## src/logic/cache_geom_pkg.sv

```systemverilog
// Fixed geometry of 16 sets x 4 ways x 4 words; changing it means rebuilding every block
package cache_geom_pkg;

    localparam int unsigned N_SETS     = 16;
    localparam int unsigned N_WAYS     = 4;
    localparam int unsigned LINE_WORDS = 4;
    localparam int unsigned WORD_BITS  = 32;
    localparam int unsigned TAG_BITS   = 8;

    typedef logic [$clog2(N_SETS)-1:0]     set_t;
    typedef logic [TAG_BITS-1:0]           tag_t;
    typedef logic [$clog2(LINE_WORDS)-1:0] word_idx_t;
    typedef logic [N_WAYS-1:0]             way_vec_t;
    typedef logic [WORD_BITS-1:0]          word_t;
    typedef logic [WORD_BITS/8-1:0]        be_t;

    // Flat index into a per-way data RAM, set in the upper bits
    typedef logic [$clog2(N_SETS*LINE_WORDS)-1:0] data_addr_t;

    // One directory entry; valid bits live in flops, not in the RAM
    typedef struct packed {
        tag_t tag;
    } dir_entry_t;

endpackage

```

## src/logic/plru_repl.sv

```systemverilog
// Victim is combinational from the current state; marks from hits and refills land at the edge
`timescale 1ns/1ps

module plru_repl (
    input  logic                     clk_i,
    input  logic                     rst_ni,
    input  logic                     updt_i,
    input  cache_geom_pkg::set_t     updt_set_i,
    input  cache_geom_pkg::way_vec_t updt_way_i,
    input  logic                     repl_i,
    input  cache_geom_pkg::set_t     repl_set_i,
    input  cache_geom_pkg::way_vec_t repl_valid_i,
    output cache_geom_pkg::way_vec_t victim_way_o
);
    import cache_geom_pkg::*;

    way_vec_t [N_SETS-1:0] plru_q;
    way_vec_t [N_SETS-1:0] plru_d;

    // Set the way's bit, restart from it when the set would saturate
    function automatic way_vec_t plru_mark(way_vec_t bits, way_vec_t way);
        way_vec_t nxt;
        nxt = bits | way;
        if (&nxt) begin
            nxt = way;
        end
        return nxt;
    endfunction

    function automatic way_vec_t lowest_zero(way_vec_t bits);
        way_vec_t sel;
        sel = '0;
        for (int i = N_WAYS - 1; i >= 0; i--) begin
            if (!bits[i]) begin
                sel = way_vec_t'(1) << i;
            end
        end
        return sel;
    endfunction

    // Invalid ways first
    assign victim_way_o = (&repl_valid_i) ? lowest_zero(plru_q[repl_set_i])
                                          : lowest_zero(repl_valid_i);

    always_comb begin
        plru_d = plru_q;
        if (updt_i) begin
            plru_d[updt_set_i] = plru_mark(plru_d[updt_set_i], updt_way_i);
        end
        if (repl_i) begin
            plru_d[repl_set_i] = plru_mark(plru_d[repl_set_i], victim_way_o);
        end
    end

    always_ff @(posedge clk_i or negedge rst_ni) begin
        if (!rst_ni) begin
            plru_q <= '0;
        end else begin
            plru_q <= plru_d;
        end
    end

    victim_onehot_a: assert property (@(posedge clk_i) disable iff (!rst_ni)
        repl_i |-> $onehot(victim_way_o))
        else $error("plru_repl: victim is not one-hot");

endmodule

```

## config.mk

```make
export PLATFORM = sky130hd
export DESIGN_NAME = plru_repl
export DESIGN_NICKNAME = d
export VERILOG_FILES = /design/src/logic/cache_geom_pkg.sv /design/src/logic/plru_repl.sv
export SDC_FILE = /design/constraint.sdc
export NUM_CORES = 1
export LEC_CHECK = 0
export ABC_CLOCK_PERIOD_IN_PS = 3900
export BUFFER_PORTS_ARGS = -buffer_cell sky130_fd_sc_hd__buf_2
export CAP_MARGIN = 30
export CORE_MARGIN = 5
export CORE_UTILIZATION = 30
export CTS_CLUSTER_DIAMETER = 80
export DETAILED_ROUTE_END_ITERATION = 10
export PLACE_DENSITY_LB_ADDON = 0.15
export SYNTH_ARGS = -nofsm -noshare
export SYNTH_HDL_FRONTEND = slang
export SYNTH_SLANG_ARGS = --single-unit
```

## constraint.sdc

```tcl
create_clock -name clk_i -period 3.9 [get_ports clk_i]
set_input_delay 0.78 -clock clk_i [delete_from_list [all_inputs] [get_ports clk_i]]
set_output_delay 0.78 -clock clk_i [all_outputs]
set_load 0.03 [all_outputs]
```

---- Word level (Yosys, flattened, before mapping) ----
Index checks and enable logic that the tools add are counted.
W data, S select, Z words.
word-level totals
  flip-flop bits (word level) ............. 64
  word-level logic and storage cells ...... 54
  output and inout port bits .............. 4
  bits of input ports ..................... 20
operators by class
  reductions and logical operators ........ 5
  magnitude comparators ................... 4
  multiplexer cells ....................... 27
  bitwise logic cells ..................... 2
operators by type and width
  kind                  count
  $bwmux W64            2
  $mux W64              2
  $mux W4               18
  $bmux W4 S4           3
  $demux W4 S4          2
  $reduce_and A4 Y1     3
  $lt A4 B5 Y1 const B  2
  $ge A4 B1 Y1 const B  2
  $or A4 B4 Y4          2
  $logic_and A1 B1 Y1   2

---- Depth between registers and ports, before layout ----
  depth after elaboration ................. 16
  mapped depth ............................ 15

---- Worst setup path before layout ----
Ideal clock, no wire load.
  path kind ............................... input port to flip-flop
  start ................................... input repl_set_i[0]
  end ..................................... register plru_q[52] (netlist bit)
  arrival time ............................ 4086 ps
  stages .................................. 11
  path buffers ............................ 3
  path slack .............................. -323 ps
  library setup time ...................... 136 ps
  data required time ...................... 3764 ps
  path through ............................ buf_4 > buf_8 > mux4_2 > mux4_2 > or3b_1 > a211oi_2 > a31o_2 > nor4_2 > o41ai_4 > buf_6 > mux2i_1
RTL lines
  item                  RTL line         source
  start, declared       plru_repl.sv:11  input cache_geom_pkg::set_t repl_set_i,
  end signal, assigned  plru_repl.sv:59  plru_q <= plru_d;
  end, declared         plru_repl.sv:17  way_vec_t [N_SETS-1:0] plru_q;

==> results_dict.tcl <==
set metrics [dict create \
    dpl.hpwl_um 16500 \
    critPathSlowestCell "or4_4" \
    synth_top_family_by_area "compound AO/OA/AOI/OAI gates" \
    cp.arrival_ns 4.23 \
    rsz0062_at_grt "true" \
    final_max_slew_viol_count 0 \
    synth.area.mux_share 0.209 \
    worstReg2RegStart "plru_q[19]" \
    clk_pin_slew_ns 0.06 \
    synth_cell_types 65 \
    die-area_um2 20300 \
    regArea_um2 1600 \
    grt_use_total 0.221 \
    syn_avg_cell_area_um2 9.24 \
    synthAdderAreaFrac 0 \
    area_growth_pct 42.1 \
    fill_cells 1700 \
    crit_chain "buf_12 -> buf_12 -> mux2_2 -> a221oi_2 -> nand4_1 -> o41ai_4 -> buf_6 -> buf_6 -> o21a_1 -> nand2_1 -> a31o_2 -> or4_4 -> a41o_4 -> o31ai_2" \
    top_register "plru_q" \
    synth_edf_count 0 \
    final_cells 952 \
    fin_ws_ns -0.0742 \
    die_y_um 143 \
    yosysWarnings 0 \
    overflow 0 \
    clockRootBuffer "clkbuf_16" \
    final_layout_size_suffix_gt1_frac 0.426 \
    synthTopCellsByCount "nand2_1 (73), nor2_1 (73), dfrtp_1 (64), a21oi_1 (55), o21ai_0 (49)" \
    synth_fp_nets 591 \
    core-area_um2 17300 \
    cp-start-kind "input port" \
    drt_iter0_drc 717 \
    crit_path_end_kind "flip-flop" \
    fin_nets 742 \
    hold_viol 0 \
    synthFlopType "dfrtp_1" \
    cts_buffers 9 \
    path_buf_inv 4 \
    status "complete, but fails checks" \
    grt_max_degree 38 \
    rrSetupSlack_ns 0.13 \
    cap_violations 0 \
    period_share 1.02 \
    grt_pass1_vias 5353 \
    power.leakage_nw 3.13 \
    slew_headroom 0.401 \
    violations "setup timing" \
    pin_count 24 \
    n_antenna_cell 0 \
    antenna_found_initial 1 \
    worst_pin_slew_ns 0.899 \
    synth_xor_xnor_area_share 0 \
    gp_congestion 0.945 \
    synthTopCellsByArea "dfrtp_1 (30%), mux4_2 (8.5%), mux4_1 (5.5%), a21oi_1 (5.2%), nand2_1 (5.2%)" \
    fin_crit_ns 3.97 \
    powerDensity_nw_per_um2 526 \
    rows 48 \
    clkSinkCount 64 \
    clk_latency_ns 0.35 \
    cp_max_fo 8 \
    largest_reg_flops 64 \
    synth-simple-area-share 0.175 \
    numPortBuffers 23 \
    grt_pass1_wl_um 33400 \
    r2r_cells 16 \
    slowest_delay_ns 0.59 \
    pre_cts_ws_ns -0.717 \
    hold_path_class "in -> async" \
    dr_total_vias 5682 \
    die_w_um 143 \
    synth_compound_area_frac 0.250 \
    cts_tree "yes" \
    synth-seq-area-share 0.304 \
    postCtsHoldBufs 0 \
    setup_violations 27 \
    avgViaCountPerCell 5.97 \
    htree_levels 3 \
    drc_errors 0 \
    async_flop_share 1.00 \
    dr.pass1.iters 5 \
    wire_per_inst_um 24.4 \
    start_util 0.305 \
    seqPwrFrac 0.293 \
    yosysTopAreaCell "dfrtp_1" \
    drtAntennaViolNets 0 \
    netSwitchingFraction 0.392 \
    top_regs "plru_q x64" \
    post-place-cells 913 \
    netlist.area_leader.share 0.304 \
    vdd_drop_max_v 0.000252 \
    crit_type "in -> reg" \
    rr_endpoint "plru_q[19]" \
    p_sw_mw 1.55 \
    drt_wl_total_um 23200 \
    ys_seq_elements 64 \
    fin_skew_ns 0.0110 \
    comb_power_share 0.494 \
    intPower_mw 2.40 \
    syn_area_um2 5280 \
    multi_input_area_um2 3760 \
    hold_ws_ns 0.567 \
    syn_inst 571 \
    p_clk_frac 0.213 \
    required_ns 4.16 \
    crit_family "compound AO/OA/AOI/OAI gates" \
    clock_path_buffers 2 \
    max_freq_mhz 252 \
]
[metrics by stage]
stage	setup TNS, ns	util	instance area (um^2)	power [mW]
2_1_floorplan	0	-	5300	1.96
3_3_place_gp	-38.79	0.376	6500	2.70
3_5_place_dp	-38.54	0.376	6500	2.71
4_1_cts	0	0.410	7090	3.70
5_1_grt	-2.63	0.434	7500	4.10
6_report	-0.671	0.434	7500	3.95
[worst max path at each step]
stage	from	end	slack, ns	depth (start not counted)
after floorplan	repl_set_i[0]	plru_q[52]	0.01	11
after global placement	updt_set_i[1]	plru_q[60]	-0.72	16
after detailed placement	updt_set_i[1]	plru_q[8]	-0.72	16
after CTS	updt_set_i[0]	plru_q[21]	0.003	12
after global routing	updt_set_i[1]	plru_q[45]	-0.12	14
final	updt_set_i[1]	plru_q[45]	-0.07	14
[per-layer routing]
metal / vias to the layer above / wire, um / part of all wire / global-route usage
li1: 2485 / - / - / -
met1: 2823 / 9740 / 0.42 / 0.299
met2: 305 / 10900 / 0.47 / 0.350
met3: 67 / 1520 / 0.065 / 0.0405
met4: 2 / 1030 / 0.044 / 0.0930
met5: - / 13 / 0.00056 / 0
[cells in the final DEF (no fill, tap or decap), types with 14 or more instances in the layout]
cell / netlist / layout
a21oi_1: 55 / 48
buf_2: 5 / 18
buf_4: 4 / 133
buf_6: 11 / 14
dfrtp_1: 64 / 64
mux2i_1: 26 / 23
mux4_2: 20 / 27
nand2_1: 73 / 72
nor2_1: 73 / 70
o211ai_1: 15 / 15
o21ai_0: 49 / 35
[kinds of logic after synthesis]
| group | after synthesis |
|---|---|
| buffers and inverters | 49 |
| multiplexers | 66 |
| AND/OR/NAND/NOR | 200 |
| AO/OA/AOI/OAI | 192 |
| flip-flops | 64 |
[cell type report]
| type | count | area share |
|---|---|---|
| clock buffers | 13 | 0.0347 |
| clock inverters | 3 | 0.00534 |
| inverters | 9 | 0.00450 |
| multi-input cells | 460 | 0.502 |
| flip-flops and latches | 64 | 0.214 |
| well taps | 225 | 0.0375 |
| repair buffers | 178 | 0.203 |
[power by group through the flow]
stage | Sequential, mW | Clock (mW) | Combinational [mW]
CTS | 1.14 | 0.844 | 1.72
global placement | 1.14 | 0 | 1.56
global route | 1.17 | 0.874 | 2.06
finish | 1.16 | 0.841 | 1.95
detailed placement | 1.14 | 0 | 1.57
floorplan | 1.01 | 0 | 0.949
[repair_timing]
item	4_1_cts	5_1_grt
setup endpoints to repair	66	66
setup buffers	10	12
endpoints found under the hold margin	0	0
gates resized for setup	44	78
gates cloned	2	3
pin swaps	17	39
Power figures use the tool's default switching activity.
