==> config.mk <==
export PLATFORM = sky130hd
export DESIGN_NAME = data_ctrl
export DESIGN_NICKNAME = d
export VERILOG_FILES = /design/src/logic/cache_geom_pkg.sv /design/src/logic/cache_op_pkg.sv /design/src/logic/data_ctrl.sv
export SDC_FILE = /design/constraint.sdc
export NUM_CORES = 1
export LEC_CHECK = 0
export ABC_AREA = 1
export ABC_CLOCK_PERIOD_IN_PS = 1800
export BUFFER_PORTS_ARGS = -buffer_cell sky130_fd_sc_hd__buf_4
export CORE_AREA = 2 2 118 120
export DETAILED_ROUTE_END_ITERATION = 6
export DIE_AREA = 0 0 120 122
export PLACE_DENSITY_LB_ADDON = 0.1
export SKIP_CTS_REPAIR_TIMING = 1
export SYNTH_ARGS = -nofsm -noshare
export SYNTH_HDL_FRONTEND = slang
export SYNTH_SLANG_ARGS = --single-unit
==> constraint.sdc <==
create_clock -name clk_i -period 1.8 [get_ports clk_i]
set_input_delay 0.09 -clock clk_i [delete_from_list [all_inputs] [get_ports clk_i]]
set_output_delay 0.09 -clock clk_i [all_outputs]
set_load 0.05 [all_outputs]
==> src/logic/cache_geom_pkg.sv <==
// Fixed geometry of 16 sets x 4 ways x 4 words; changing it means rebuilding every block
package cache_geom_pkg;

    localparam int unsigned N_SETS     = 16;
    localparam int unsigned N_WAYS     = 4;
    localparam int unsigned LINE_WORDS = 4;
    localparam int unsigned WORD_BITS  = 32;
    localparam int unsigned TAG_BITS   = 8;

    typedef logic [$clog2(N_SETS)-1:0]     set_t;
    typedef logic [TAG_BITS-1:0]           tag_t;
    typedef logic [$clog2(LINE_WORDS)-1:0] word_idx_t;
    typedef logic [N_WAYS-1:0]             way_vec_t;
    typedef logic [WORD_BITS-1:0]          word_t;
    typedef logic [WORD_BITS/8-1:0]        be_t;

    // Flat index into a per-way data RAM, set in the upper bits
    typedef logic [$clog2(N_SETS*LINE_WORDS)-1:0] data_addr_t;

    // One directory entry; valid bits live in flops, not in the RAM
    typedef struct packed {
        tag_t tag;
    } dir_entry_t;

endpackage

==> src/logic/cache_op_pkg.sv <==
// Operation selects only; encodings are internal and never leave the design
package cache_op_pkg;

    typedef enum logic {
        INIT_SWEEP,
        INIT_DONE
    } init_state_e;

    typedef enum logic [1:0] {
        DIR_IDLE,
        DIR_INIT,
        DIR_MATCH,
        DIR_REFILL
    } dir_op_e;

    typedef enum logic [1:0] {
        DATA_IDLE,
        DATA_READ,
        DATA_WRITE,
        DATA_REFILL
    } data_op_e;

endpackage

==> src/logic/data_ctrl.sv <==
// Read data is only meaningful the cycle after a read that was issued together with a match
`timescale 1ns/1ps

module data_ctrl (
    input  logic                                            clk_i,
    input  logic                                            read_i,
    input  cache_geom_pkg::set_t                            read_set_i,
    input  cache_geom_pkg::word_idx_t                       read_word_i,
    input  logic                                            write_i,
    input  cache_geom_pkg::set_t                            write_set_i,
    input  cache_geom_pkg::word_idx_t                       write_word_i,
    input  cache_geom_pkg::word_t                           write_data_i,
    input  cache_geom_pkg::be_t                             write_be_i,
    input  logic                                            refill_i,
    input  cache_geom_pkg::way_vec_t                        refill_way_i,
    input  cache_geom_pkg::set_t                            refill_set_i,
    input  cache_geom_pkg::word_idx_t                       refill_word_i,
    input  cache_geom_pkg::word_t                           refill_data_i,
    input  cache_geom_pkg::way_vec_t                        hit_way_i,
    output cache_geom_pkg::set_t                            ram_addr_o,
    output cache_geom_pkg::word_idx_t                       ram_word_o,
    output cache_geom_pkg::way_vec_t                        ram_we_o,
    output cache_geom_pkg::be_t                             ram_be_o,
    output cache_geom_pkg::word_t                           ram_wdata_o,
    input  cache_geom_pkg::word_t [cache_geom_pkg::N_WAYS-1:0] ram_rdata_i,
    output cache_geom_pkg::word_t                           read_data_o
);
    import cache_geom_pkg::*;
    import cache_op_pkg::*;

    data_op_e op;
    logic     read_q;

    assign op = refill_i ? DATA_REFILL :
                write_i  ? DATA_WRITE  :
                read_i   ? DATA_READ   : DATA_IDLE;

    always_comb begin
        ram_addr_o  = '0;
        ram_word_o  = '0;
        ram_we_o    = '0;
        ram_be_o    = '0;
        ram_wdata_o = '0;
        case (op)
            DATA_REFILL: begin
                ram_addr_o  = refill_set_i;
                ram_word_o  = refill_word_i;
                ram_we_o    = refill_way_i;
                ram_be_o    = '1;
                ram_wdata_o = refill_data_i;
            end
            // Store goes to whichever way the directory reports this cycle
            DATA_WRITE: begin
                ram_addr_o  = write_set_i;
                ram_word_o  = write_word_i;
                ram_we_o    = hit_way_i;
                ram_be_o    = write_be_i;
                ram_wdata_o = write_data_i;
            end
            DATA_READ: begin
                ram_addr_o = read_set_i;
                ram_word_o = read_word_i;
            end
            default: begin
            end
        endcase
    end

    always_ff @(posedge clk_i) begin
        read_q <= read_i;
    end

    // One-hot hit select, a miss gives zero
    always_comb begin
        read_data_o = '0;
        for (int w = 0; w < N_WAYS; w++) begin
            if (read_q && hit_way_i[w]) begin
                read_data_o = read_data_o | ram_rdata_i[w];
            end
        end
    end

    data_strobe_onehot_a: assert property (@(posedge clk_i)
        $onehot0({read_i, write_i, refill_i}))
        else $error("data_ctrl: more than one data strobe");

endmodule

Word level (Yosys, flattened, before mapping)
Cells that the tools add are included.

cells by class
  equality and inequality tests = 3
  multiplexer cells = 12
  bitwise operators = 3
  reduce and logical (&&, ||, !) cells = 4

operators with widths
  kind                count
  $mux 32             4
  $or 32x32->32       3
  $pmux 32 s2         1
  $pmux 4 s2          2
  $pmux 4 s3          1
  $pmux 2 s3          1
  $eq 2x2->1 const B  2
  $logic_and 1x1->1   4
  $mux 2              2
  $eq 2x1->1 const B  1
  $mux 1              1

word-level totals
  flip-flop bits (word level) = 1
  input port bits = 226

Logic depth before layout (Yosys ltp)
  word-level depth = 8
  gate-level depth with buffers = 6
  gate-level depth less buffers = 4

Worst setup path before layout
Ideal clock, no wire load.

  path type = reg2out
  start point = register read_q
  end point = output read_data_o[10]
  data arrival time = 1.107 ns
  path slack = 0.603 ns
  stages on the path, launching flop included = 7
  path through = dfxtp_1 buf_6 buf_6 nand3_1 nand2_1 inv_1 nand2_1

between the ends
  word-level cells in the longest chain between the ends = 8
  elaborated cells on any way between the ends = 11
  classes of those cells = mux (4); bitwise (3); reduce/logical (4)

ends and longest elaborated chain
  item                      line             text
  start: declaration        data_ctrl.sv:32  logic read_q;
  start signal: assignment  data_ctrl.sv:70  read_q <= read_i;
  $logic_and 1x1->1         data_ctrl.sv:77  if (read_q && hit_way_i[w]) begin
  $mux 32                   data_ctrl.sv:77
  $or 32x32->32             data_ctrl.sv:78  read_data_o = read_data_o | ram_rdata_i[w];
  $mux 32                   data_ctrl.sv:77
  $or 32x32->32             data_ctrl.sv:78
  $mux 32                   data_ctrl.sv:77
  $or 32x32->32             data_ctrl.sv:78
  $mux 32 *                 data_ctrl.sv:77
  end: declaration          data_ctrl.sv:26  output cache_geom_pkg::word_t read_data_o

Mark *: on every way between the ends. The rest lies on a longest branch, timed or not.

Worst setup path in the final report
  start point = input refill_i
  end point = output ram_addr_o[1]

between the ends
  word-level cells in the longest chain between the ends = 3
  elaborated cells on any way between the ends = 5
  classes of those cells = eq/ne (3); mux (2)

ends and longest elaborated chain
  item                                             line             text
  start: declaration                               data_ctrl.sv:14  input logic refill_i,
  $mux 2 *                                         data_ctrl.sv:34  assign op = refill_i ? DATA_REFILL :
  $eq 2x1->1 / $eq 2x2->1 (equally long branches)  data_ctrl.sv:44  case (op)
  $pmux 4 s3 *                                     data_ctrl.sv:44
  end: declaration                                 data_ctrl.sv:20  output cache_geom_pkg::set_t ram_addr_o,

Marked as above.

==> results_dict.tcl <==
set metrics [dict create \
    status "complete, no violations" \
    core_sq_um 13500 \
    synth_top_area_frac 0.418 \
    worstHoldStart "read_i" \
    tightest_slew_ns 0.664 \
    final.min_clock_period_ns 1.31 \
    drv_slew 0 \
    wl_per_cell_um 13.9 \
    end_kind "primary output" \
    grt_usage 0.157 \
    antenna_found_initial 0 \
    min_to "read_q" \
    final_common_cell "buf_4" \
    maxCapViolations 0 \
    die_w_um 120 \
    finalWirelength_um 12800 \
    reg.largest.list "read_q (1)" \
    drtAntennaViolNets 0 \
    design_area_sq_um 4420 \
    portBuffers 303 \
    finalHoldViolCount 0 \
    drcViolationCount 0 \
    max_flop_register "read_q" \
    n_antenna_cell 0 \
    largest_reg_flops 1 \
    rsz0062_at_grt "no" \
    required_ns 1.71 \
    grt_pass1_vias 3761 \
    crit_path_max_fanout 42 \
    avgSynthCellArea_sq_um 4.59 \
    clk_pin_slew_worst_paths_ns 0 \
    nets 966 \
    worstPathArrival_ns 1.22 \
    grt_pass1_wl_um 18800 \
    final_cell_mix "305 x buf_4, 182 x nand3_1, 174 x nand2_1" \
    slew_headroom 0.556 \
    synthTopCellsByArea "nand3_1 42%, nand2_1 30%, inv_1 11%" \
    ys_types 10 \
    max_freq_ghz 0.761 \
    num_rows 43 \
    die_h_um 122 \
    die_area_sq_um 14600 \
    power_leakage_nw 2.72 \
    slowest_delay_ns 0.49 \
    yosys_warnings 0 \
    grt_max_degree 77 \
    overflow 0 \
    ios 304 \
    synthToLayoutAreaGrowth_pct 103 \
    postPlaceCellArea_sq_um 4420 \
    final_layout_size_suffix_gt1_frac 0.420 \
    ir_worst_vdd_uv 196 \
    firstDrtPassIters 4 \
    finalCritPeriodShare 0.730 \
    powerDensity_nw_per_um2 369 \
    critical_path_class "input port to primary output" \
    hold_depth 1 \
    viasPerCell 4.29 \
    netlist_instances 475 \
    gp_congestion 0.822 \
    synthesis.area_sq_um 2180 \
    setup_viol 0 \
    yosysTopAreaCell "nand3_1" \
    dp_hpwl_um 10100 \
    start_util 0.161 \
    yosysSeqAreaShare 0.00918 \
    hold_path_class "input port to flop" \
    setup_tns_ns 0 \
    drt_iter0_markers 113 \
    synth_fp_nets 701 \
    vias 3940 \
    worst_setup_path_start_kind "input port" \
    slowest_stage "inv_2" \
    crit_chain "buf_4, inv_2, nand3_1, nand3_1, buf_4" \
    ys_ff_latch 1 \
]
-- critical path, delay by kind of cell --
kind / cells / cell delay [ns]
buf+inv: 3 / 0.82
simple gates: 2 / 0.31
-- worst max-delay path by stage --
| stage | from | to | slack (ns) | depth (start not counted) |
|---|---|---|---|---|
| 2_1_floorplan | read_q | read_data_o[10] | 0.60 | 6 |
| 3_3_place_gp | read_q | read_data_o[12] | 0.49 | 6 |
| 3_5_place_dp | read_q | read_data_o[12] | 0.47 | 6 |
| 4_1_cts | read_q | read_data_o[12] | 0.47 | 6 |
| 5_1_grt | refill_i | ram_addr_o[3] | 0.37 | 5 |
| 6_report | refill_i | ram_addr_o[1] | 0.49 | 5 |
-- per-stage QoR --
step                hold slack (ns)   util  power, mW  instances  setup slack, ns
finish                        0.268  0.328       1.63        918            0.486
global route                  0.283  0.328       1.74        918            0.369
CTS                           0.273  0.328       1.65        918            0.470
detailed placement            0.273  0.328       1.64        918            0.471
global placement              0.270  0.328       1.64        918            0.488
floorplan                     0.118      -      0.969        475            0.603
-- layer usage --
metal,wire length (um),GRT usage
met5,0,0
met4,78,0.0103
met3,1230,0.0412
met2,6800,0.316
met1,4700,0.169
-- Yosys cell counts (all sizes together) --
cell type    n
buf         44
dfxtp        1
inv         65
nand2      174
nand3      182
nor2         9
-- kinds of logic (layout without fill, tap and decap cells) --
family	Yosys count	in the layout	share of synthesized area
buffers and inverters	109	372	0.257
DFF	1	1	0.00918
and+or+nand+nor	365	365	0.734
-- cell type report --
type / instances / area [sq um]
Timing Repair Buffer: 307 / 2330
Tap cell: 180 / 225
Inverter: 65 / 244
Fill cell: 1562 / 9080
Sequential cell: 1 / 23.8
Multi-Input combinational cell: 365 / 1600
-- report_power, final --
part	switching, mW	internal [mW]
Sequential	0.00176	0.0233
Combinational	0.976	0.630
Clock	0	0
(Power assumes the default switching activity.)
