<file path="config.mk">
export PLATFORM = sky130hd
export DESIGN_NAME = dir_ctrl_flat
export DESIGN_NICKNAME = d
export VERILOG_FILES = /design/src/logic/cache_geom_pkg.sv /design/src/logic/cache_op_pkg.sv /design/src/logic/dir_ram_if.sv /design/src/logic/dir_ctrl.sv /design/src/flat_wrapper.sv
export SDC_FILE = /design/constraint.sdc
export NUM_CORES = 1
export LEC_CHECK = 0
export ABC_AREA = 1
export BUFFER_PORTS_ARGS = -buffer_cell sky130_fd_sc_hd__buf_2
export CAP_MARGIN = 20
export CELL_PAD_IN_SITES_DETAIL_PLACEMENT = 1
export CELL_PAD_IN_SITES_GLOBAL_PLACEMENT = 1
export CORE_ASPECT_RATIO = 0.5
export CORE_UTILIZATION = 35
export DETAILED_ROUTE_END_ITERATION = 7
export PLACE_DENSITY = 0.75
export SLEW_MARGIN = 15
export SYNTH_ARGS = -nofsm -noshare
export SYNTH_HDL_FRONTEND = slang
export SYNTH_SLANG_ARGS = --single-unit
</file>
<file path="constraint.sdc">
create_clock -name clk_i -period 2.5 [get_ports clk_i]
set_input_delay 0 -clock clk_i [delete_from_list [all_inputs] [get_ports clk_i]]
set_output_delay 0 -clock clk_i [all_outputs]
set_load 0.005 [all_outputs]
</file>
<file path="src/logic/cache_geom_pkg.sv">
// Fixed geometry of 16 sets x 4 ways x 4 words; changing it means rebuilding every block
package cache_geom_pkg;

    localparam int unsigned N_SETS     = 16;
    localparam int unsigned N_WAYS     = 4;
    localparam int unsigned LINE_WORDS = 4;
    localparam int unsigned WORD_BITS  = 32;
    localparam int unsigned TAG_BITS   = 8;

    typedef logic [$clog2(N_SETS)-1:0]     set_t;
    typedef logic [TAG_BITS-1:0]           tag_t;
    typedef logic [$clog2(LINE_WORDS)-1:0] word_idx_t;
    typedef logic [N_WAYS-1:0]             way_vec_t;
    typedef logic [WORD_BITS-1:0]          word_t;
    typedef logic [WORD_BITS/8-1:0]        be_t;

    // Flat index into a per-way data RAM, set in the upper bits
    typedef logic [$clog2(N_SETS*LINE_WORDS)-1:0] data_addr_t;

    // One directory entry; valid bits live in flops, not in the RAM
    typedef struct packed {
        tag_t tag;
    } dir_entry_t;

endpackage

</file>
<file path="src/logic/cache_op_pkg.sv">
// Operation selects only; encodings are internal and never leave the design
package cache_op_pkg;

    typedef enum logic {
        INIT_SWEEP,
        INIT_DONE
    } init_state_e;

    typedef enum logic [1:0] {
        DIR_IDLE,
        DIR_INIT,
        DIR_MATCH,
        DIR_REFILL
    } dir_op_e;

    typedef enum logic [1:0] {
        DATA_IDLE,
        DATA_READ,
        DATA_WRITE,
        DATA_REFILL
    } data_op_e;

endpackage

</file>
<file path="src/logic/dir_ram_if.sv">
// Directory RAM port; wentry is shared by all ways, rentry is valid one cycle after a read
`timescale 1ns/1ps

interface dir_ram_if;
    import cache_geom_pkg::*;

    set_t                    addr;
    way_vec_t                cs;
    way_vec_t                we;
    dir_entry_t              wentry;
    dir_entry_t [N_WAYS-1:0] rentry;

    modport ctrl (
        output addr, cs, we, wentry,
        input  rentry
    );

    modport ram (
        input  addr, cs, we, wentry,
        output rentry
    );

endinterface

</file>
<file path="src/logic/dir_ctrl.sv">
// Invalidate only touches valid flops, so it never occupies the tag RAM port
`timescale 1ns/1ps

module dir_ctrl (
    input  logic                     clk_i,
    input  logic                     rst_ni,
    input  logic                     match_i,
    input  cache_geom_pkg::set_t     match_set_i,
    input  cache_geom_pkg::tag_t     match_tag_i,
    input  logic                     refill_i,
    input  cache_geom_pkg::set_t     refill_set_i,
    input  cache_geom_pkg::tag_t     refill_tag_i,
    input  logic                     inval_i,
    input  cache_geom_pkg::set_t     inval_set_i,
    input  cache_geom_pkg::way_vec_t inval_way_i,
    input  logic                     init_busy_i,
    input  cache_geom_pkg::set_t     init_set_i,
    input  cache_geom_pkg::way_vec_t victim_way_i,
    output cache_geom_pkg::set_t     lookup_set_o,
    output cache_geom_pkg::way_vec_t hit_way_o,
    output cache_geom_pkg::way_vec_t refill_valid_o,
    dir_ram_if.ctrl                  dir_ram
);
    import cache_geom_pkg::*;
    import cache_op_pkg::*;

    dir_op_e              op;
    way_vec_t [N_SETS-1:0] valid_q;
    logic                 match_q;
    set_t                 lookup_set_q;
    tag_t                 lookup_tag_q;

    // Init wins, then match, then refill
    always_comb begin
        if (init_busy_i) begin
            op = DIR_INIT;
        end else if (match_i) begin
            op = DIR_MATCH;
        end else if (refill_i) begin
            op = DIR_REFILL;
        end else begin
            op = DIR_IDLE;
        end
    end

    always_comb begin
        dir_ram.addr   = '0;
        dir_ram.cs     = '0;
        dir_ram.we     = '0;
        dir_ram.wentry = '0;
        case (op)
            DIR_INIT: begin
                dir_ram.addr = init_set_i;
                dir_ram.cs   = '1;
                dir_ram.we   = '1;
            end
            DIR_MATCH: begin
                dir_ram.addr = match_set_i;
                dir_ram.cs   = '1;
            end
            DIR_REFILL: begin
                dir_ram.addr       = refill_set_i;
                dir_ram.cs         = victim_way_i;
                dir_ram.we         = victim_way_i;
                dir_ram.wentry.tag = refill_tag_i;
            end
            default: begin
            end
        endcase
    end

    always_ff @(posedge clk_i or negedge rst_ni) begin
        if (!rst_ni) begin
            valid_q <= '0;
            match_q <= 1'b0;
        end else begin
            match_q <= match_i;
            if (refill_i) begin
                valid_q[refill_set_i] <= valid_q[refill_set_i] | victim_way_i;
            end else if (inval_i) begin
                valid_q[inval_set_i] <= valid_q[inval_set_i] & ~inval_way_i;
            end
        end
    end

    // Lookup key kept for the compare in the next cycle
    always_ff @(posedge clk_i) begin
        if (match_i) begin
            lookup_set_q <= match_set_i;
            lookup_tag_q <= match_tag_i;
        end
    end

    always_comb begin
        for (int w = 0; w < N_WAYS; w++) begin
            hit_way_o[w] = match_q && valid_q[lookup_set_q][w] &&
                           (dir_ram.rentry[w].tag == lookup_tag_q);
        end
    end

    assign lookup_set_o   = lookup_set_q;
    assign refill_valid_o = valid_q[refill_set_i];

    dir_strobe_onehot_a: assert property (@(posedge clk_i) disable iff (!rst_ni)
        $onehot0({match_i, refill_i, inval_i}))
        else $error("dir_ctrl: more than one directory strobe");

    // The sweep owns the RAM port until it finishes
    dir_req_while_init_a: assert property (@(posedge clk_i) disable iff (!rst_ni)
        (match_i || refill_i || inval_i) |-> !init_busy_i)
        else $error("dir_ctrl: directory request during init sweep");

endmodule

</file>
<file path="src/flat_wrapper.sv">
// flat-port wrapper written by rule: the top's interface ports become plain ports
module dir_ctrl_flat import cache_geom_pkg::*; import cache_op_pkg::*;
  (clk_i, rst_ni, match_i, match_set_i, match_tag_i, refill_i, refill_set_i, refill_tag_i, inval_i, inval_set_i, inval_way_i, init_busy_i, init_set_i, victim_way_i, lookup_set_o, hit_way_o, refill_valid_o, dir_ram_addr, dir_ram_cs, dir_ram_we, dir_ram_wentry, dir_ram_rentry);
  dir_ram_if dir_ram_i ();
  input  logic clk_i;
  input  logic rst_ni;
  input  logic match_i;
  input  cache_geom_pkg::set_t match_set_i;
  input  cache_geom_pkg::tag_t match_tag_i;
  input  logic refill_i;
  input  cache_geom_pkg::set_t refill_set_i;
  input  cache_geom_pkg::tag_t refill_tag_i;
  input  logic inval_i;
  input  cache_geom_pkg::set_t inval_set_i;
  input  cache_geom_pkg::way_vec_t inval_way_i;
  input  logic init_busy_i;
  input  cache_geom_pkg::set_t init_set_i;
  input  cache_geom_pkg::way_vec_t victim_way_i;
  output cache_geom_pkg::set_t lookup_set_o;
  output cache_geom_pkg::way_vec_t hit_way_o;
  output cache_geom_pkg::way_vec_t refill_valid_o;
  output wire logic [$bits(dir_ram_i.addr)-1:0] dir_ram_addr;
  output wire logic [$bits(dir_ram_i.cs)-1:0] dir_ram_cs;
  output wire logic [$bits(dir_ram_i.we)-1:0] dir_ram_we;
  output wire logic [$bits(dir_ram_i.wentry)-1:0] dir_ram_wentry;
  input wire logic [$bits(dir_ram_i.rentry)-1:0] dir_ram_rentry;
  assign dir_ram_addr = dir_ram_i.addr;
  assign dir_ram_cs = dir_ram_i.cs;
  assign dir_ram_we = dir_ram_i.we;
  assign dir_ram_wentry = dir_ram_i.wentry;
  assign dir_ram_i.rentry = dir_ram_rentry;
  dir_ctrl u_core (.clk_i(clk_i), .rst_ni(rst_ni), .match_i(match_i), .match_set_i(match_set_i), .match_tag_i(match_tag_i), .refill_i(refill_i), .refill_set_i(refill_set_i), .refill_tag_i(refill_tag_i), .inval_i(inval_i), .inval_set_i(inval_set_i), .inval_way_i(inval_way_i), .init_busy_i(init_busy_i), .init_set_i(init_set_i), .victim_way_i(victim_way_i), .lookup_set_o(lookup_set_o), .hit_way_o(hit_way_o), .refill_valid_o(refill_valid_o), .dir_ram(dir_ram_i));
endmodule
</file>
## Word level (Yosys, flattened, before mapping)

Cells that the tools add are included.

| word-level totals | value |
|---|---|
| logic and storage cells | 67 |
| input port bits | 78 |
| register bits | 77 |
| output and inout bits | 32 |

| cells by class | value |
|---|---|
| eq/ne operators | 7 |
| muxes and demuxes | 21 |
| order comparisons | 5 |
| bitwise operators | 3 |
| reduce and logical (&&, ||, !) cells | 12 |

Operator list:

| operator | count |
|---|---|
| bitwise mux 64 bit | 2 |
| two-way mux 64 bit | 2 |
| binary-select mux 4 bit (select 4 bit) | 3 |
| demux 4 bit (select 4 bit) | 2 |
| == test 8 bit | 4 |
| two-way mux 4 bit | 5 |
| case mux 4 bit (2 select lines) | 2 |
| less-than comparator 4 x 5 -> 1 bit, second input constant | 3 |
| case mux 4 bit (3 select lines) | 1 |
| logical AND 1 bit | 10 |
| >= comparator 4 x 1 -> 1 bit, second input constant | 2 |
| two-way mux 8 bit | 1 |
| two-way mux 2 bit | 3 |
| AND 4 bit | 1 |
| == test 2 bit, second input constant | 2 |
| NOT 4 bit | 1 |
| OR 4 bit | 1 |
| == test 2 x 1 -> 1 bit, second input constant | 1 |
| nonzero test 2 bit | 1 |
| OR reduction 2 bit | 1 |

## Longest topological paths before layout

| depth | value |
|---|---|
| depth in word-level cells | 7 |
| depth in mapped cells | 16 |
| depth with buffers taken out | 13 |

## Worst setup path before layout

No wires, ideal clock.

| timing path | value |
|---|---|
| path type | register to output |
| from | register u_core.lookup_set_q[0] (netlist: u_core.lookup_set_o[0]) |
| to | output port hit_way_o[2] |
| arrival time | 1.349 ns |
| setup slack | 1.151 ns |
| stages on the path, launching flop included | 9 |
| data required time | 2.500 ns |
| buffers on the path | 1 |
| cell sequence | edfxtp_1 -> inv_1 -> clkbuf_1 -> nor2_1 -> o22ai_1 -> nand2_1 -> nand3_1 -> nand4_1 -> nor2_1 |

| on the way | value |
|---|---|
| longest elaborated chain between the ends | 4 |

RTL lines:

| element | RTL line | text |
|---|---|---|
| from (decl) | dir_ctrl.sv:30 | `set_t lookup_set_q;` |
| from (signal assigned) | dir_ctrl.sv:89 | `lookup_set_q <= match_set_i;` |
| binary-select mux 4 bit (select 4 bit) | dir_ctrl.sv:96 | `hit_way_o[w] = match_q && valid_q[lookup_set_q][w] &&` |
| two-way mux 4 bit | - |  |
| logical AND 1 bit (2 in series) | dir_ctrl.sv:96 |  |
| to (decl) | flat_wrapper.sv:20 | `output cache_geom_pkg::way_vec_t hit_way_o;` |

Every way passes these cells. The select of a mux whose other input is x is not followed.

## Worst setup path after layout

| timing path | value |
|---|---|
| from | register u_core.lookup_set_q[1] (netlist: u_core.lookup_set_o[1]) |
| to | output port hit_way_o[3] |

Same word-level chain as after synthesis.

==> impl_metrics.tcl <==
set metrics [dict create \
    yosys_warnings 0 \
    clk_pin_slew_ns 0.07 \
    seq_area_frac_synth_pct 27.9 \
    synth_nets 1363 \
    vias 8886 \
    num_rows 36 \
    stdcell_count 1658 \
    skew_ns 0.00859 \
    nets 1467 \
    ys_async_sr_fraction_pct 84.4 \
    antenna_cells 0 \
    pre_cts_ws_ns 0.525 \
    drc_errors 0 \
    slew_headroom_pct 49.4 \
    status "completed" \
    overflow 0 \
    crit_path_end "hit_way_o[3]" \
    die_h_um 103 \
    cp_max_fo 16 \
    vias_per_cell 5.36 \
    antenna_found_initial 0 \
    routabilityCongestion 1.00 \
    cap_violations 0 \
    crit_buf_inv 2 \
    crit_cells 8 \
    final_layout_size_suffix_gt1_share_pct 13.6 \
    p_leak_nw 4.94 \
    firstDrtPassIters 8 \
    power_density_nw_per_um2 440 \
    drtAntennaViolNets 0 \
    clk_latency_ns 0.36 \
    post_cts_resized 0 \
    postCtsHoldBufs 14 \
    critPathTopFamily "buffers and inverters" \
    peakVddDrop_v 0.000327 \
    die_w_um 204 \
    cpPeakStageDelay_ns 0.47 \
    r2r_setup_slack_ns 0.52 \
    synthFlopType "dfrtp_1" \
    grt_start_max_net_pins 40 \
    hold_slack_ns 0.219 \
    clockRootBuffer "clkbuf_16" \
    register_area_um2 1990 \
    wire_per_inst_um 19.9 \
    portBuffers 109 \
    cpMaxStageDelayCell "inv_1" \
    min_period_over_period_pct 92.3 \
    period_needed_ns 2.31 \
    grt_pass1_wl_mm 49.9 \
    ys_types 34 \
    placed_cells 1628 \
    grt_pass1_vias 8853 \
    dieArea_um2 21000 \
    drtIter0Drc 839 \
    synthToLayoutAreaGrowth_pct 16.2 \
    slew_viol_final 0 \
    setup_tns_ns 0 \
    setup_violations 0 \
    worstReg2RegStart "u_core.valid_q[45]" \
    grt_setup_unrepaired "no" \
    placedInstanceArea_um2 7810 \
    initial_utilization_pct 36.2 \
    post-cts-setup-buffer-count 0 \
    cp.required_ns 2.50 \
    ctsLongestPathBuffers 2 \
    routed_wl_mm 32.9 \
    worst_slack_ns 0.191 \
    synth-seq-cells 77 \
    worst_pin_slew_ns 0.759 \
    core_area_um2 19700 \
    hold_viol_final 0 \
    syn_area_um2 7120 \
    hp-class "input port to async pin" \
    r2r_cells 12 \
    cts_buffers 9 \
    crit_top_cell "nand2_1" \
    tritoncts "yes" \
    fill_cells 2774 \
    critPathLaunchType "flop" \
    pin_count 110 \
    fmax_mhz 433 \
    path_cells "inv_1 > o21ai_0 > o22ai_1 > nand2_1 > nand3_1 > nand2_1 > nor2_1 > buf_2" \
    timing.rr.end "u_core.valid_q[13]" \
    dp_hpwl_mm 24.8 \
    critPathArrivalTime_ns 2.31 \
    cp-end-kind "output pin" \
    startpoint "u_core.lookup_set_o[1]" \
    critPathKind "flop to output pin" \
    design_area_um2 8280 \
    multiInputGateArea_um2 4370 \
    synth.avg_cell_area_um2 5.55 \
    cts-htree-levels 3 \
    synth-edff-count 12 \
    clock-sinks 77 \
    postSynthCellCount 1283 \
    grt_usage_pct 31.7 \
]
[placed cells by master (no fill, tap or decap), types with 6 or more instances in the layout]
master	instances
nand2_1	742
buf_2	109
nor2_1	96
inv_1	90
nand3_1	72
dfrtp_1	65
o21ai_0	41
inv_2	20
o22ai_1	20
a21oi_1	16
buf_4	15
dlygate4sd3_1	14
a21oi_2	13
edfxtp_1	12
clkbuf_16	9
xor2_1	6
nand2_2	6
[cell usage after synthesis, drive strengths merged (4+ instances only)]
cell type,number,area [µm²]
xnor2,5,43.8
clkinv,4,15.0
o22ai,20,125
nand3,72,360
buf,31,265
edfxtp,12,360
nor2,102,403
a21oi,29,194
clkbuf,15,56.3
o21ai,41,205
a31oi,4,25.0
xor2,6,52.6
nand2,750,2850
dfrtp,65,1630
inv,112,425
[area by class of cell]
type	count	share of cell area [%]
Multi-Input combinational cell	1044	52.8
Inverter	116	5.32
Tap cell	266	4.02
Clock buffer	11	2.93
Sequential cell	77	24.0
Clock inverter	5	0.998
Timing Repair Buffer	139	9.89
[per-stage QoR]
stage,utilization (%),total power [mW]
floorplan,-,1.81
global placement,39.7,2.12
detailed placement,39.7,2.13
CTS,42.0,3.65
global route,42.0,3.77
finish,42.0,3.64
[where the power goes]
part / total [mW] / internal, mW / leakage, nW / switching, mW
logic: 0.773 / 0.236 / 3.76 / 0.537
registers: 1.38 / 1.31 / 1.02 / 0.0626
clock network: 1.49 / 0.907 / 0.160 / 0.583
[cell families after synthesis]
group | count (synthesis) | synth area share, %
DFF | 77 | 27.9
buffers and inverters | 162 | 10.7
and+or+nand+nor | 931 | 51.2
adders and majority gates | 2 | 0.351
xor gates and xnor gates | 11 | 1.35
AOI/OAI and AO/OA | 100 | 8.45
[layer usage]
layer	GRT usage, %	share of wire, %	up-vias
met5	0	0	-
met2	49.5	42	410
met3	8.88	12	34
met4	7.17	1.1	0
li1	-	-	4148
met1	43.4	45	4294
[how the worst min path moves through the flow]
stage	from	end	slack [ns]	cells past startpoint
final	rst_ni	u_core.valid_q[1]	0.22	2
after floorplan	rst_ni	u_core.match_q	-0.30	0
after global routing	rst_ni	u_core.valid_q[14]	0.29	2
after global placement	rst_ni	u_core.valid_q[14]	0.08	1
after CTS	rst_ni	u_core.valid_q[14]	0.24	2
after detailed placement	rst_ni	u_core.valid_q[10]	0.09	1
[flip-flops by register name (all words and copies together), names as in the netlist]
signal               cells
u_core.match_q           1
u_core.lookup_tag_q      8
u_core.valid_q          64
u_core.lookup_set_o      4
No activity file was read; power rests on OpenSTA's default activity.
