<file path="src/logic/cache_geom_pkg.sv">
// Fixed geometry of 16 sets x 4 ways x 4 words; changing it means rebuilding every block
package cache_geom_pkg;

    localparam int unsigned N_SETS     = 16;
    localparam int unsigned N_WAYS     = 4;
    localparam int unsigned LINE_WORDS = 4;
    localparam int unsigned WORD_BITS  = 32;
    localparam int unsigned TAG_BITS   = 8;

    typedef logic [$clog2(N_SETS)-1:0]     set_t;
    typedef logic [TAG_BITS-1:0]           tag_t;
    typedef logic [$clog2(LINE_WORDS)-1:0] word_idx_t;
    typedef logic [N_WAYS-1:0]             way_vec_t;
    typedef logic [WORD_BITS-1:0]          word_t;
    typedef logic [WORD_BITS/8-1:0]        be_t;

    // Flat index into a per-way data RAM, set in the upper bits
    typedef logic [$clog2(N_SETS*LINE_WORDS)-1:0] data_addr_t;

    // One directory entry; valid bits live in flops, not in the RAM
    typedef struct packed {
        tag_t tag;
    } dir_entry_t;

endpackage

</file>
<file path="src/logic/cache_op_pkg.sv">
// Operation selects only; encodings are internal and never leave the design
package cache_op_pkg;

    typedef enum logic {
        INIT_SWEEP,
        INIT_DONE
    } init_state_e;

    typedef enum logic [1:0] {
        DIR_IDLE,
        DIR_INIT,
        DIR_MATCH,
        DIR_REFILL
    } dir_op_e;

    typedef enum logic [1:0] {
        DATA_IDLE,
        DATA_READ,
        DATA_WRITE,
        DATA_REFILL
    } data_op_e;

endpackage

</file>
<file path="src/logic/dir_init.sv">
// Runs exactly once per reset; ready_o rises N_SETS cycles after rst_ni is released
`timescale 1ns/1ps

module dir_init (
    input  logic                 clk_i,
    input  logic                 rst_ni,
    output logic                 busy_o,
    output cache_geom_pkg::set_t sweep_set_o,
    output logic                 ready_o
);
    import cache_geom_pkg::*;
    import cache_op_pkg::*;

    init_state_e state_q;
    set_t        set_q;

    always_ff @(posedge clk_i or negedge rst_ni) begin
        if (!rst_ni) begin
            state_q <= INIT_SWEEP;
            set_q   <= '0;
        end else if (state_q == INIT_SWEEP) begin
            set_q <= set_q + 1'b1;
            // Last set written on this edge
            if (set_q == set_t'(N_SETS - 1)) begin
                state_q <= INIT_DONE;
            end
        end
    end

    assign busy_o      = (state_q == INIT_SWEEP);
    assign ready_o     = (state_q == INIT_DONE);
    assign sweep_set_o = set_q;

endmodule

</file>
<file path="config.mk">
export PLATFORM = sky130hd
export DESIGN_NAME = dir_init
export DESIGN_NICKNAME = d
export VERILOG_FILES = /design/src/logic/cache_geom_pkg.sv /design/src/logic/cache_op_pkg.sv /design/src/logic/dir_init.sv
export SDC_FILE = /design/constraint.sdc
export NUM_CORES = 1
export LEC_CHECK = 0
export BUFFER_PORTS_ARGS = -buffer_cell sky130_fd_sc_hd__buf_2
export CORE_AREA = 8 8 45 47
export DETAILED_ROUTE_END_ITERATION = 8
export DIE_AREA = 0 0 53 55
export PLACE_DENSITY_LB_ADDON = 0.12
export RECOVER_POWER = 50
export SYNTH_ARGS = -nofsm -noshare
export SYNTH_HDL_FRONTEND = slang
export SYNTH_SLANG_ARGS = --single-unit
</file>
<file path="constraint.sdc">
create_clock -name clk_i -period 1.6 [get_ports clk_i]
set_clock_uncertainty 0.15 [all_clocks]
set_input_delay 0.32 -clock clk_i [delete_from_list [all_inputs] [get_ports clk_i]]
set_output_delay 0.32 -clock clk_i [all_outputs]
set_load 0.05 [all_outputs]
</file>
# == After elaboration in Yosys (flattened, before gate mapping) ==
# Cells that the tools add are included.
# word_totals
elab_cells,7
regBits,5
output_inout_bits,6
inputBits,2
# classes
n_eq_ne,1
n_bitwise,1
n_mux,2
add_sub_neg,1
# op_table
cell,n
$add A4 B1 Y4 const B,1
$eq A4 B4 Y1 const B,1
$mux W1,2
$not A1 Y1,1

# == Depth between registers and ports, before layout ==
# Gate-level depths: netlist of the first run.
# depth
depth_word,3
ltp_mapped,3
mapped_depth_nobuf,3

# == Worst setup path before layout of the first run ==
# OpenSTA, ideal clock, no wires.
# synth_timing
kind,flip-flop to flip-flop
startpoint,register set_q[0] (netlist: sweep_set_o[0])
endpoint,register set_q[1] (netlist: sweep_set_o[1])
t_required_ns,1.325
arrival_time_ns,1.258
path_stages_with_launch,3
n_path_buf,0
setup_ns,0.125
slack_ns,0.067
period_less_slack_ns,1.533
cell_sequence,dfrtp_1 > ha_1 > mux2_2
# synth_between
elab_chain_cells,1
# synth_rtl
item,line,text
start: declaration,dir_init.sv:15,set_t set_q;
start signal: assignment,dir_init.sv:22,set_q <= set_q + 1'b1;
$add A4 B1 Y4,dir_init.sv:22,
# No other way between the ends.
# A chain may end at the register's enable or synchronous reset.

# == Worst setup path after layout of the first run ==
# layout_timing
startpoint,register state_q (netlist: ready_o)
endpoint,output port busy_o
# layout_between
elab_chain_cells,1
# layout_rtl
item,line,text
start: declaration,dir_init.sv:14,init_state_e state_q;
start signal: assignment,dir_init.sv:19,state_q <= INIT_SWEEP;
start signal: assignment,dir_init.sv:25,state_q <= INIT_DONE;
$not A1 Y1,dir_init.sv:30,assign busy_o = (state_q == INIT_SWEEP);
end: declaration,dir_init.sv:7,"output logic busy_o,"
# No other way between the ends.

==> impl_metrics.csv, run 1 <==
group,metric,value,unit
worst_hold_path,worstHoldPathType,"in -> async",
die,dieHeight,55,microns
clock_network,clk_pin_slew,0.05,ns
grt,grt_usage,4.053,%
timing,finalSetupViolations,0,
yosys,syn_area,217.7,sq um
finish,diodes,0,
place,dp_cells,38,
grt,grt_pass1_vias,172,
grt,grt_overflow,0,
grt,antenna_found_initial,0,
place,place.gp.congestion,0.6009,
power,power,278.1,uW
timing,worst_pin_slew,0.2903,ns
timing,period_needed,1.497,ns
yosys,synth_seq_cells,5,
clock_network,cts_root_buffer,"clkbuf_4",
clock_network,post_cts_buffers,0,
die,rows,14,
detailed_routing,ant_nets,0,
detailed_routing,wl_per_cell,11.51,microns
place,placed_area,272.8,sq um
timing,timing.fmax,668.2,MHz
grt,grt_pass1_wl,779,microns
place,io_buffers,7,
setup_path,crit_buf_inv,2,
setup_path,cp_cell_sequence,"inv_1, buf_2",
clock_network,cts_tree,"built",
setup_path,rr_endpoint,"sweep_set_o[1]",
power,p_leak,0.1529,nW
finish,stdcell_area,292.8,sq um
yosys,synth_nets,18,
timing,setup_ws,0.1033,ns
timing,rsz0062_at_grt,"no",
yosys,synth_cell_types,9,
yosys,synth_area_leaders,"dfrtp_1 (57%), xnor2_1 (12%), nand4b_4 (11%)",
die,dieArea,0.002915,sq mm
clock_network,clock_path_buffers,2,
setup_path,critPathKind,"reg -> out",
finish,drive_gt1_share,37.04,%
die,start_util,15.73,%
detailed_routing,drt-total-wl,495,microns
timing,hold_viol,0,
detailed_routing,dr_total_vias,149,
detailed_routing,drtIter0Drc,1,
yosys,syn_inst,15,
setup_path,rr_startpoint,"sweep_set_o[0]",
setup_path,start_kind,"flop",
die,die_w,53,microns
setup_path,slowest_stage,"dfrtp_1",
setup_path,crit_family,"flip-flops",
die,coreArea,0.001384,sq mm
timing,maxSlewViolCount,0,
yosys,yosysWarnings,0,
setup_path,rr_worst_depth,2,
yosys,avgSynthCellArea,14.51,sq um
run_status,status,"finished clean",
setup_path,path_depth,2,
place,hpwl,379,microns
clock_network,cts_buffers,3,
die,ios,8,
setup_path,reg2reg_slack,0.37,ns
setup_path,max_stage_delay,0.43,ns
finish,syn2layout_area_growth,34.48,%
finish,most-common-layout-cells,"buf_2 (6), dfrtp_1 (5), xnor2_1 (3), clkbuf_4 (3), clkbuf_1 (2)",
grt,grt_max_degree,7,
place,post-place-ws,0.3317,ns
setup_path,crit_path_end_kind,"output pin",
finish,nets,31,
setup_path,worstPathArrival,1.03,ns
power,ir_worst_vdd,298.3,uV
finish,final_common_cell,"buf_2",
clock_network,post_cts_resized,0,
clock_network,cts_max_level,1,
clock_network,insertion_delay,0.24,ns
finish,instances_no_fill,43,
clock_network,hold_buffers,1,
detailed_routing,viasPerCell,3.465,
yosys,yosysTopAreaCellShare,57.47,%
timing,slew_headroom,80.65,%
setup_path,cp.required,1.13,ns
detailed_routing,drc,0,
setup_path,path_max_fanout,6,
clock_network,cts.sinks,5,
timing,setup_tns,0,ns
detailed_routing,first_pass_iters,2,
flow_run,maxCapViolCount,0,
power,power_density,950.0,mW/mm^2
timing,min_period_over_period,93.54,%
yosys,synth_top_area_cell,"dfrtp_1",
yosys,yosysSeqAreaShare,57.47,%
## per-stage QoR
stage | hold slack [ns] | util, %
floorplan | -0.1256 | -
global placement | -0.001942 | 19.71
detailed placement | -0.005698 | 19.71
CTS | 0.2756 | 22.33
global route | 0.3521 | 21.16
finish | 0.3199 | 21.16
## worst max path at each step
| stage | endpoint | startpoint |
|---|---|---|
| 2_1_floorplan | sweep_set_o[1] | sweep_set_o[0] |
| 3_3_place_gp | sweep_set_o[1] | sweep_set_o[0] |
| 3_5_place_dp | sweep_set_o[1] | sweep_set_o[0] |
| 4_1_cts | busy_o | ready_o |
| 5_1_grt | busy_o | ready_o |
| 6_report | busy_o | ready_o |
## sequential cells by signal, indices dropped and copies added (netlist names)
signal / flops
ready_o: 1
sweep_set_o: 4
## worst reg2reg max path, cell delays in order (launching register included)
cell     delay [ns]
dfrtp_1        0.41
ha_1           0.30
mux2_2         0.26
## layer usage
metal  up-vias  share of wire, %  GRT usage, %
li1         73                 -             -
met1        71                41         3.364
met2         5                48         5.469
met3         0                11         3.209
met4         0                 0         5.172
met5         -                 0             0
## power breakdown
group          internal (mW)  switching (mW)  leakage (nW)  total [mW]
Clock                 0.0943          0.0520        0.0150       0.146
Sequential             0.127               0        0.0647       0.127
Combinational        0.00211         0.00279        0.0733     0.00491
## cell type report
| type | count | area (sq um) |
|---|---|---|
| inverters | 1 | 3.754 |
| repair buffers | 8 | 43.79 |
| clock buffers | 4 | 26.28 |
| fillers | 154 | 1091 |
| flip-flops and latches | 5 | 125.1 |
| well taps | 16 | 20.02 |
| multi-input cells | 9 | 73.82 |
## synthesized netlist by cell type
master,instances
dfrtp_1,5
xnor2_1,3
ha_1,1
inv_1,1
mux2_2,1
nand2_1,1
nand2b_1,1
nand3_1,1
nand4b_4,1
## cells by family after synthesis
family / synth area share (%)
flip-flops: 57.47
multiplexers: 5.172
AND/OR/NAND/NOR: 17.81
adder cells (fa/ha/maj): 5.746
buffers and inverters: 1.722
XOR/XNOR: 12.07
Power figures use the tool's default switching activity.
==> inputs of run 2 (changes only) <==
==> constraint.sdc (replaced) <==
create_clock -name clk_i -period 1.5 [get_ports clk_i]
set_clock_uncertainty 0.15 [all_clocks]
set_input_delay 0.3 -clock clk_i [delete_from_list [all_inputs] [get_ports clk_i]]
set_output_delay 0.3 -clock clk_i [all_outputs]
set_load 0.05 [all_outputs]
==> impl_metrics.csv, run 2 (synthesized netlist as in run 1, its figures left out) <==
group,metric,value,unit
power,internal-power,238.2,uW
power,power_frac_comb,1.8,%
timing,finalSetupViolations,0,
timing,slew_headroom,80.63,%
worst_hold_path,worstHoldPathType,"in -> async",
clock_network,post_cts_buffers,0,
timing,period_needed,1.413,ns
flow_run,maxCapViolCount,0,
power,clock_power_share,52.6,%
power,netSwitchingPower,58.13,uW
power,power_density,982.7,mW/mm^2
timing,timing.fmax,707.8,MHz
power,switching_share,19.62,%
clock_network,cts.sinks,5,
finish,most-common-layout-cells,"clkbuf_4 (4), buf_2 (4), xnor2_1 (3), dfrtp_2 (3)",
place,dp_cells,38,
clock_network,cts_tree,"built",
setup_path,start_kind,"flop",
finish,syn2layout_area_growth,38.51,%
setup_path,cp_cell_sequence,"inv_1, buf_4",
clock_network,clock_path_buffers,2,
finish,largest_reg_flops,4,
place,io_buffers,7,
grt,antenna_found_initial,0,
clock_network,cts_max_level,1,
detailed_routing,wl_per_cell,11.95,microns
finish,seqCellArea,128.9,sq um
timing,hold_viol,0,
clock_network,clk_pin_slew,0.04,ns
detailed_routing,first_pass_iters,2,
detailed_routing,drt-total-wl,514,microns
clock_network,cts_root_buffer,"clkbuf_4",
setup_path,slowest_stage,"dfrtp_2",
setup_path,crit_path_end_kind,"output pin",
clock_network,insertion_delay,0.24,ns
grt,grt_max_degree,7,
power,pwr-share-seq,45.7,%
timing,worst_pin_slew,0.2905,ns
finish,nets,31,
die,start_util,15.73,%
die,ios,8,
setup_path,cp.required,1.05,ns
die,rows,14,
grt,grt_pass1_vias,189,
die,coreArea,0.001384,sq mm
run_status,status,"finished clean",
setup_path,critPathKind,"reg -> out",
detailed_routing,viasPerCell,3.512,
finish,drive_gt1_share,48.15,%
power,ir_worst_vdd,398.6,uV
timing,setup_tns,0,ns
grt,grt_pass1_wl,862,microns
finish,finish.utilization,21.79,%
finish,diodes,0,
finish,multi_input_area,73.82,sq um
die,dieHeight,55,microns
clock_network,cts_buffers,3,
timing,min_period_over_period,94.19,%
setup_path,max_stage_delay,0.44,ns
finish,instances_no_fill,43,
die,dieArea,0.002915,sq mm
detailed_routing,dr_total_vias,151,
timing,rsz0062_at_grt,"no",
timing,holdWs,0.2968,ns
detailed_routing,drtIter0Drc,6,
power,power,296.3,uW
grt,grt_usage,4.822,%
setup_path,path_max_fanout,6,
detailed_routing,drc,0,
setup_path,worstPathArrival,0.96,ns
die,die_w,53,microns
timing,maxSlewViolCount,0,
detailed_routing,ant_nets,0,
finish,fillers,156,
grt,grt_overflow,0,
power,p_leak,0.1484,nW
place,place.gp.congestion,0.5985,
-- run 2: changes by cell type in the layout (fill, tap and decap cells not counted) --
| cell | previous run | this run |
|---|---|---|
| buf_2 | 6 | 4 |
| dfrtp_1 | 5 | 2 |
| dfrtp_2 | 0 | 3 |
| buf_4 | 0 | 1 |
| clkbuf_4 | 3 | 4 |
-- run 2: critical path, delay by kind of cell (launching register included) --
family   cells  cell delay, ns
buf+inv      2            0.27
flops        1            0.44
-- run 2: power by group through the flow --
stage	clock network [mW]	registers (mW)	logic [mW]
6_report	0.156	0.135	0.00524
5_1_grt	0.180	0.135	0.00623
4_1_cts	0.166	0.135	0.00587
3_5_place_dp	0	0.137	0.00381
3_3_place_gp	0	0.137	0.00390
2_1_floorplan	0	0.137	0.0000000674
-- run 2: per-stage QoR --
| stage | worst slack, ns | area (sq um) |
|---|---|---|
| final | 0.08710 | 301.5 |
| after global routing | 0.02796 | 301.5 |
| after CTS | 0.03544 | 315.3 |
| after detailed placement | 0.2580 | 276.5 |
| after global placement | 0.2516 | 276.5 |
| after floorplan | 0.1361 | 221.5 |
-- run 2: worst paths after layout --
| path | start | endpoint | slack (ns) | cells past startpoint |
|---|---|---|---|---|
| min in group clk_i | sweep_set_o[3] | sweep_set_o[3] | 0.34 | 1 |
| min | rst_ni | sweep_set_o[2] | 0.30 | 2 |
| max in group asynchronous | rst_ni | sweep_set_o[0] | 0.65 | 2 |
| max reg2reg | sweep_set_o[0] | sweep_set_o[1] | 0.27 | 2 |
| max | ready_o | busy_o | 0.09 | 2 |
| min reg2reg | sweep_set_o[3] | sweep_set_o[3] | 0.34 | 1 |
-- run 2: layer usage --
layer	routed length, microns	share of wire, %	global-route usage (%)
met3	84	16	6.150
met4	14	2.7	3.879
met5	0	0	0
met1	218	42	4.135
met2	197	38	5.664
-- run 2: cell type report --
| class | count | share of cell area [%] |
|---|---|---|
| sequential | 5 | 42.74 |
| multi-input combinational | 9 | 24.48 |
| inverter | 1 | 1.245 |
| tap | 16 | 6.639 |
| clock buffer | 4 | 8.714 |
| timing repair buffer | 8 | 16.18 |
-- run 2: timing repair --
action	4_1_cts	5_1_grt
hold endpoints to repair	5	0
gates resized for setup	1	1
hold buffers	1	0
setup endpoints to repair	1	1
cloned	0	0
==> inputs of run 3 (changes only) <==
--- a/config.mk
+++ b/config.mk
@@ -9,7 +9,6 @@
 export CORE_AREA = 8 8 45 47
 export DETAILED_ROUTE_END_ITERATION = 8
 export DIE_AREA = 0 0 53 55
-export PLACE_DENSITY_LB_ADDON = 0.12
 export RECOVER_POWER = 50
 export SYNTH_ARGS = -nofsm -noshare
 export SYNTH_HDL_FRONTEND = slang
==> impl_metrics.csv, run 3 (synthesized netlist as in run 1, its figures left out) <==
group,metric,value,unit
timing,setup_ws,0.06908,ns
die,ios,8,
clock_network,post_cts_buffers,0,
clock_network,cts_root_buffer,"clkbuf_4",
setup_path,start_kind,"flop",
clock_network,cts.sinks,5,
finish,most-common-layout-cells,"buf_2 (5), clkbuf_4 (4), xnor2_1 (3), dfrtp_2 (3)",
setup_path,path_max_fanout,6,
timing,timing.fmax,698.9,MHz
detailed_routing,drt-total-wl,466,microns
timing,holdWs,0.3036,ns
clock_network,cts_max_level,1,
setup_path,crit_path_end_kind,"output pin",
clock_network,clock_path_buffers,2,
finish,final_common_cell,"buf_2",
timing,finalSetupViolations,0,
detailed_routing,dr_total_vias,152,
detailed_routing,first_pass_iters,2,
finish,nets,31,
place,place.gp.congestion,0.6265,
clock_network,cts_buffers,3,
power,power_density,924.3,mW/mm^2
die,rows,14,
grt,grt_usage,4.334,%
die,dieHeight,55,microns
clock_network,insertion_delay,0.23,ns
timing,maxSlewViolCount,0,
timing,worst_pin_slew,0.2864,ns
die,start_util,15.73,%
setup_path,cp.required,1.05,ns
finish,drive_gt1_share,51.85,%
timing,slew_headroom,80.91,%
timing,rsz0062_at_grt,"no",
clock_network,clk_pin_slew,0.04,ns
detailed_routing,drc,0,
clock_network,cts_tree,"built",
setup_path,crit_path_end,"busy_o",
setup_path,cp_cell_sequence,"inv_1, clkbuf_4",
setup_path,rr_endpoint,"sweep_set_o[1]",
setup_path,rr_startpoint,"sweep_set_o[0]",
worst_hold_path,worstHoldPathType,"in -> async",
setup_path,max_stage_delay,0.44,ns
place,dp_cells,38,
grt,antenna_found_initial,0,
finish,multi_input_area,88.84,sq um
grt,grt_pass1_wl,765,microns
place,post-place-ws,0.2452,ns
detailed_routing,wl_per_cell,10.84,microns
detailed_routing,ant_nets,0,
setup_path,crit_start,"ready_o",
finish,diodes,0,
place,io_buffers,7,
setup_path,slowest_stage,"dfrtp_2",
power,p_leak,0.1782,nW
finish,largest_reg_flops,4,
setup_path,critPathKind,"reg -> out",
timing,hold_viol,0,
finish,fillers,156,
grt,grt_overflow,0,
timing,min_period_over_period,95.39,%
setup_path,rr_worst_depth,2,
timing,period_needed,1.431,ns
power,power,290.3,uW
grt,grt_pass1_vias,169,
die,die_w,53,microns
power,ir_worst_vdd,250.7,uV
die,dieArea,0.002915,sq mm
timing,setup_tns,0,ns
detailed_routing,drtIter0Drc,1,
finish,instances_no_fill,43,
flow_run,maxCapViolCount,0,
run_status,status,"finished clean",
setup_path,reg2reg_slack,0.24,ns
setup_path,worstPathArrival,0.98,ns
finish,syn2layout_area_growth,44.25,%
die,coreArea,0.001384,sq mm
finish,seqCellArea,128.9,sq um
detailed_routing,viasPerCell,3.535,
grt,grt_max_degree,7,
-- run 3: changes by cell type in the layout (fill, tap and decap cells not counted) --
| cell | previous run | this run |
|---|---|---|
| buf_2 | 4 | 5 |
| buf_4 | 1 | 0 |
| nand4b_1 | 1 | 0 |
| nand4b_4 | 0 | 1 |
-- run 3: metrics by stage --
step                      utilization, %  cell area [sq um]
after detailed placement           19.98              276.5
final                              22.69              314.1
after global placement             19.98              276.5
after CTS                          22.60              312.8
after global routing               22.69              314.1
after floorplan                        -              221.5
-- run 3: worst min-delay path by stage --
stage	cells past startpoint	slack [ns]	to
after floorplan	0	-0.15	ready_o
after global routing	2	0.32	sweep_set_o[2]
after global placement	1	-0.03	sweep_set_o[2]
after CTS	2	0.26	sweep_set_o[2]
final	2	0.30	sweep_set_o[2]
after detailed placement	1	-0.03	sweep_set_o[2]
-- run 3: area by class of cell --
cell class,count,area share [%]
flip-flops and latches,5,41.04
well taps,16,6.375
multi-input cells,9,28.29
repair buffers,8,14.74
inverters,1,1.195
clock buffers,4,8.367
-- run 3: routing by layer --
layer	routed length [microns]	track usage, %	vias up	share of wire, %
li1	-	-	75	-
met1	199	3.994	69	43
met2	180	4.297	8	39
met3	85	4.278	0	18
met4	0	6.466	0	0
met5	0	0	-	0
-- run 3: timing repair --
item                       CTS  global route
hold buffers                 1             0
setup endpoints to repair    0             1
hold endpoints to repair     5             0
gates resized for setup      0             1
-- run 3: where the power goes --
| part | switching [mW] | total (mW) | internal, mW |
|---|---|---|---|
| clock network | 0.0495 | 0.150 | 0.100 |
| logic | 0.00293 | 0.00518 | 0.00225 |
| registers | 0 | 0.135 | 0.135 |
-- run 3: worst max-delay path: cells and delay by family, from the launching register on --
kind,cells,cell delay [ns]
buffers and inverters,2,0.31
DFF,1,0.44
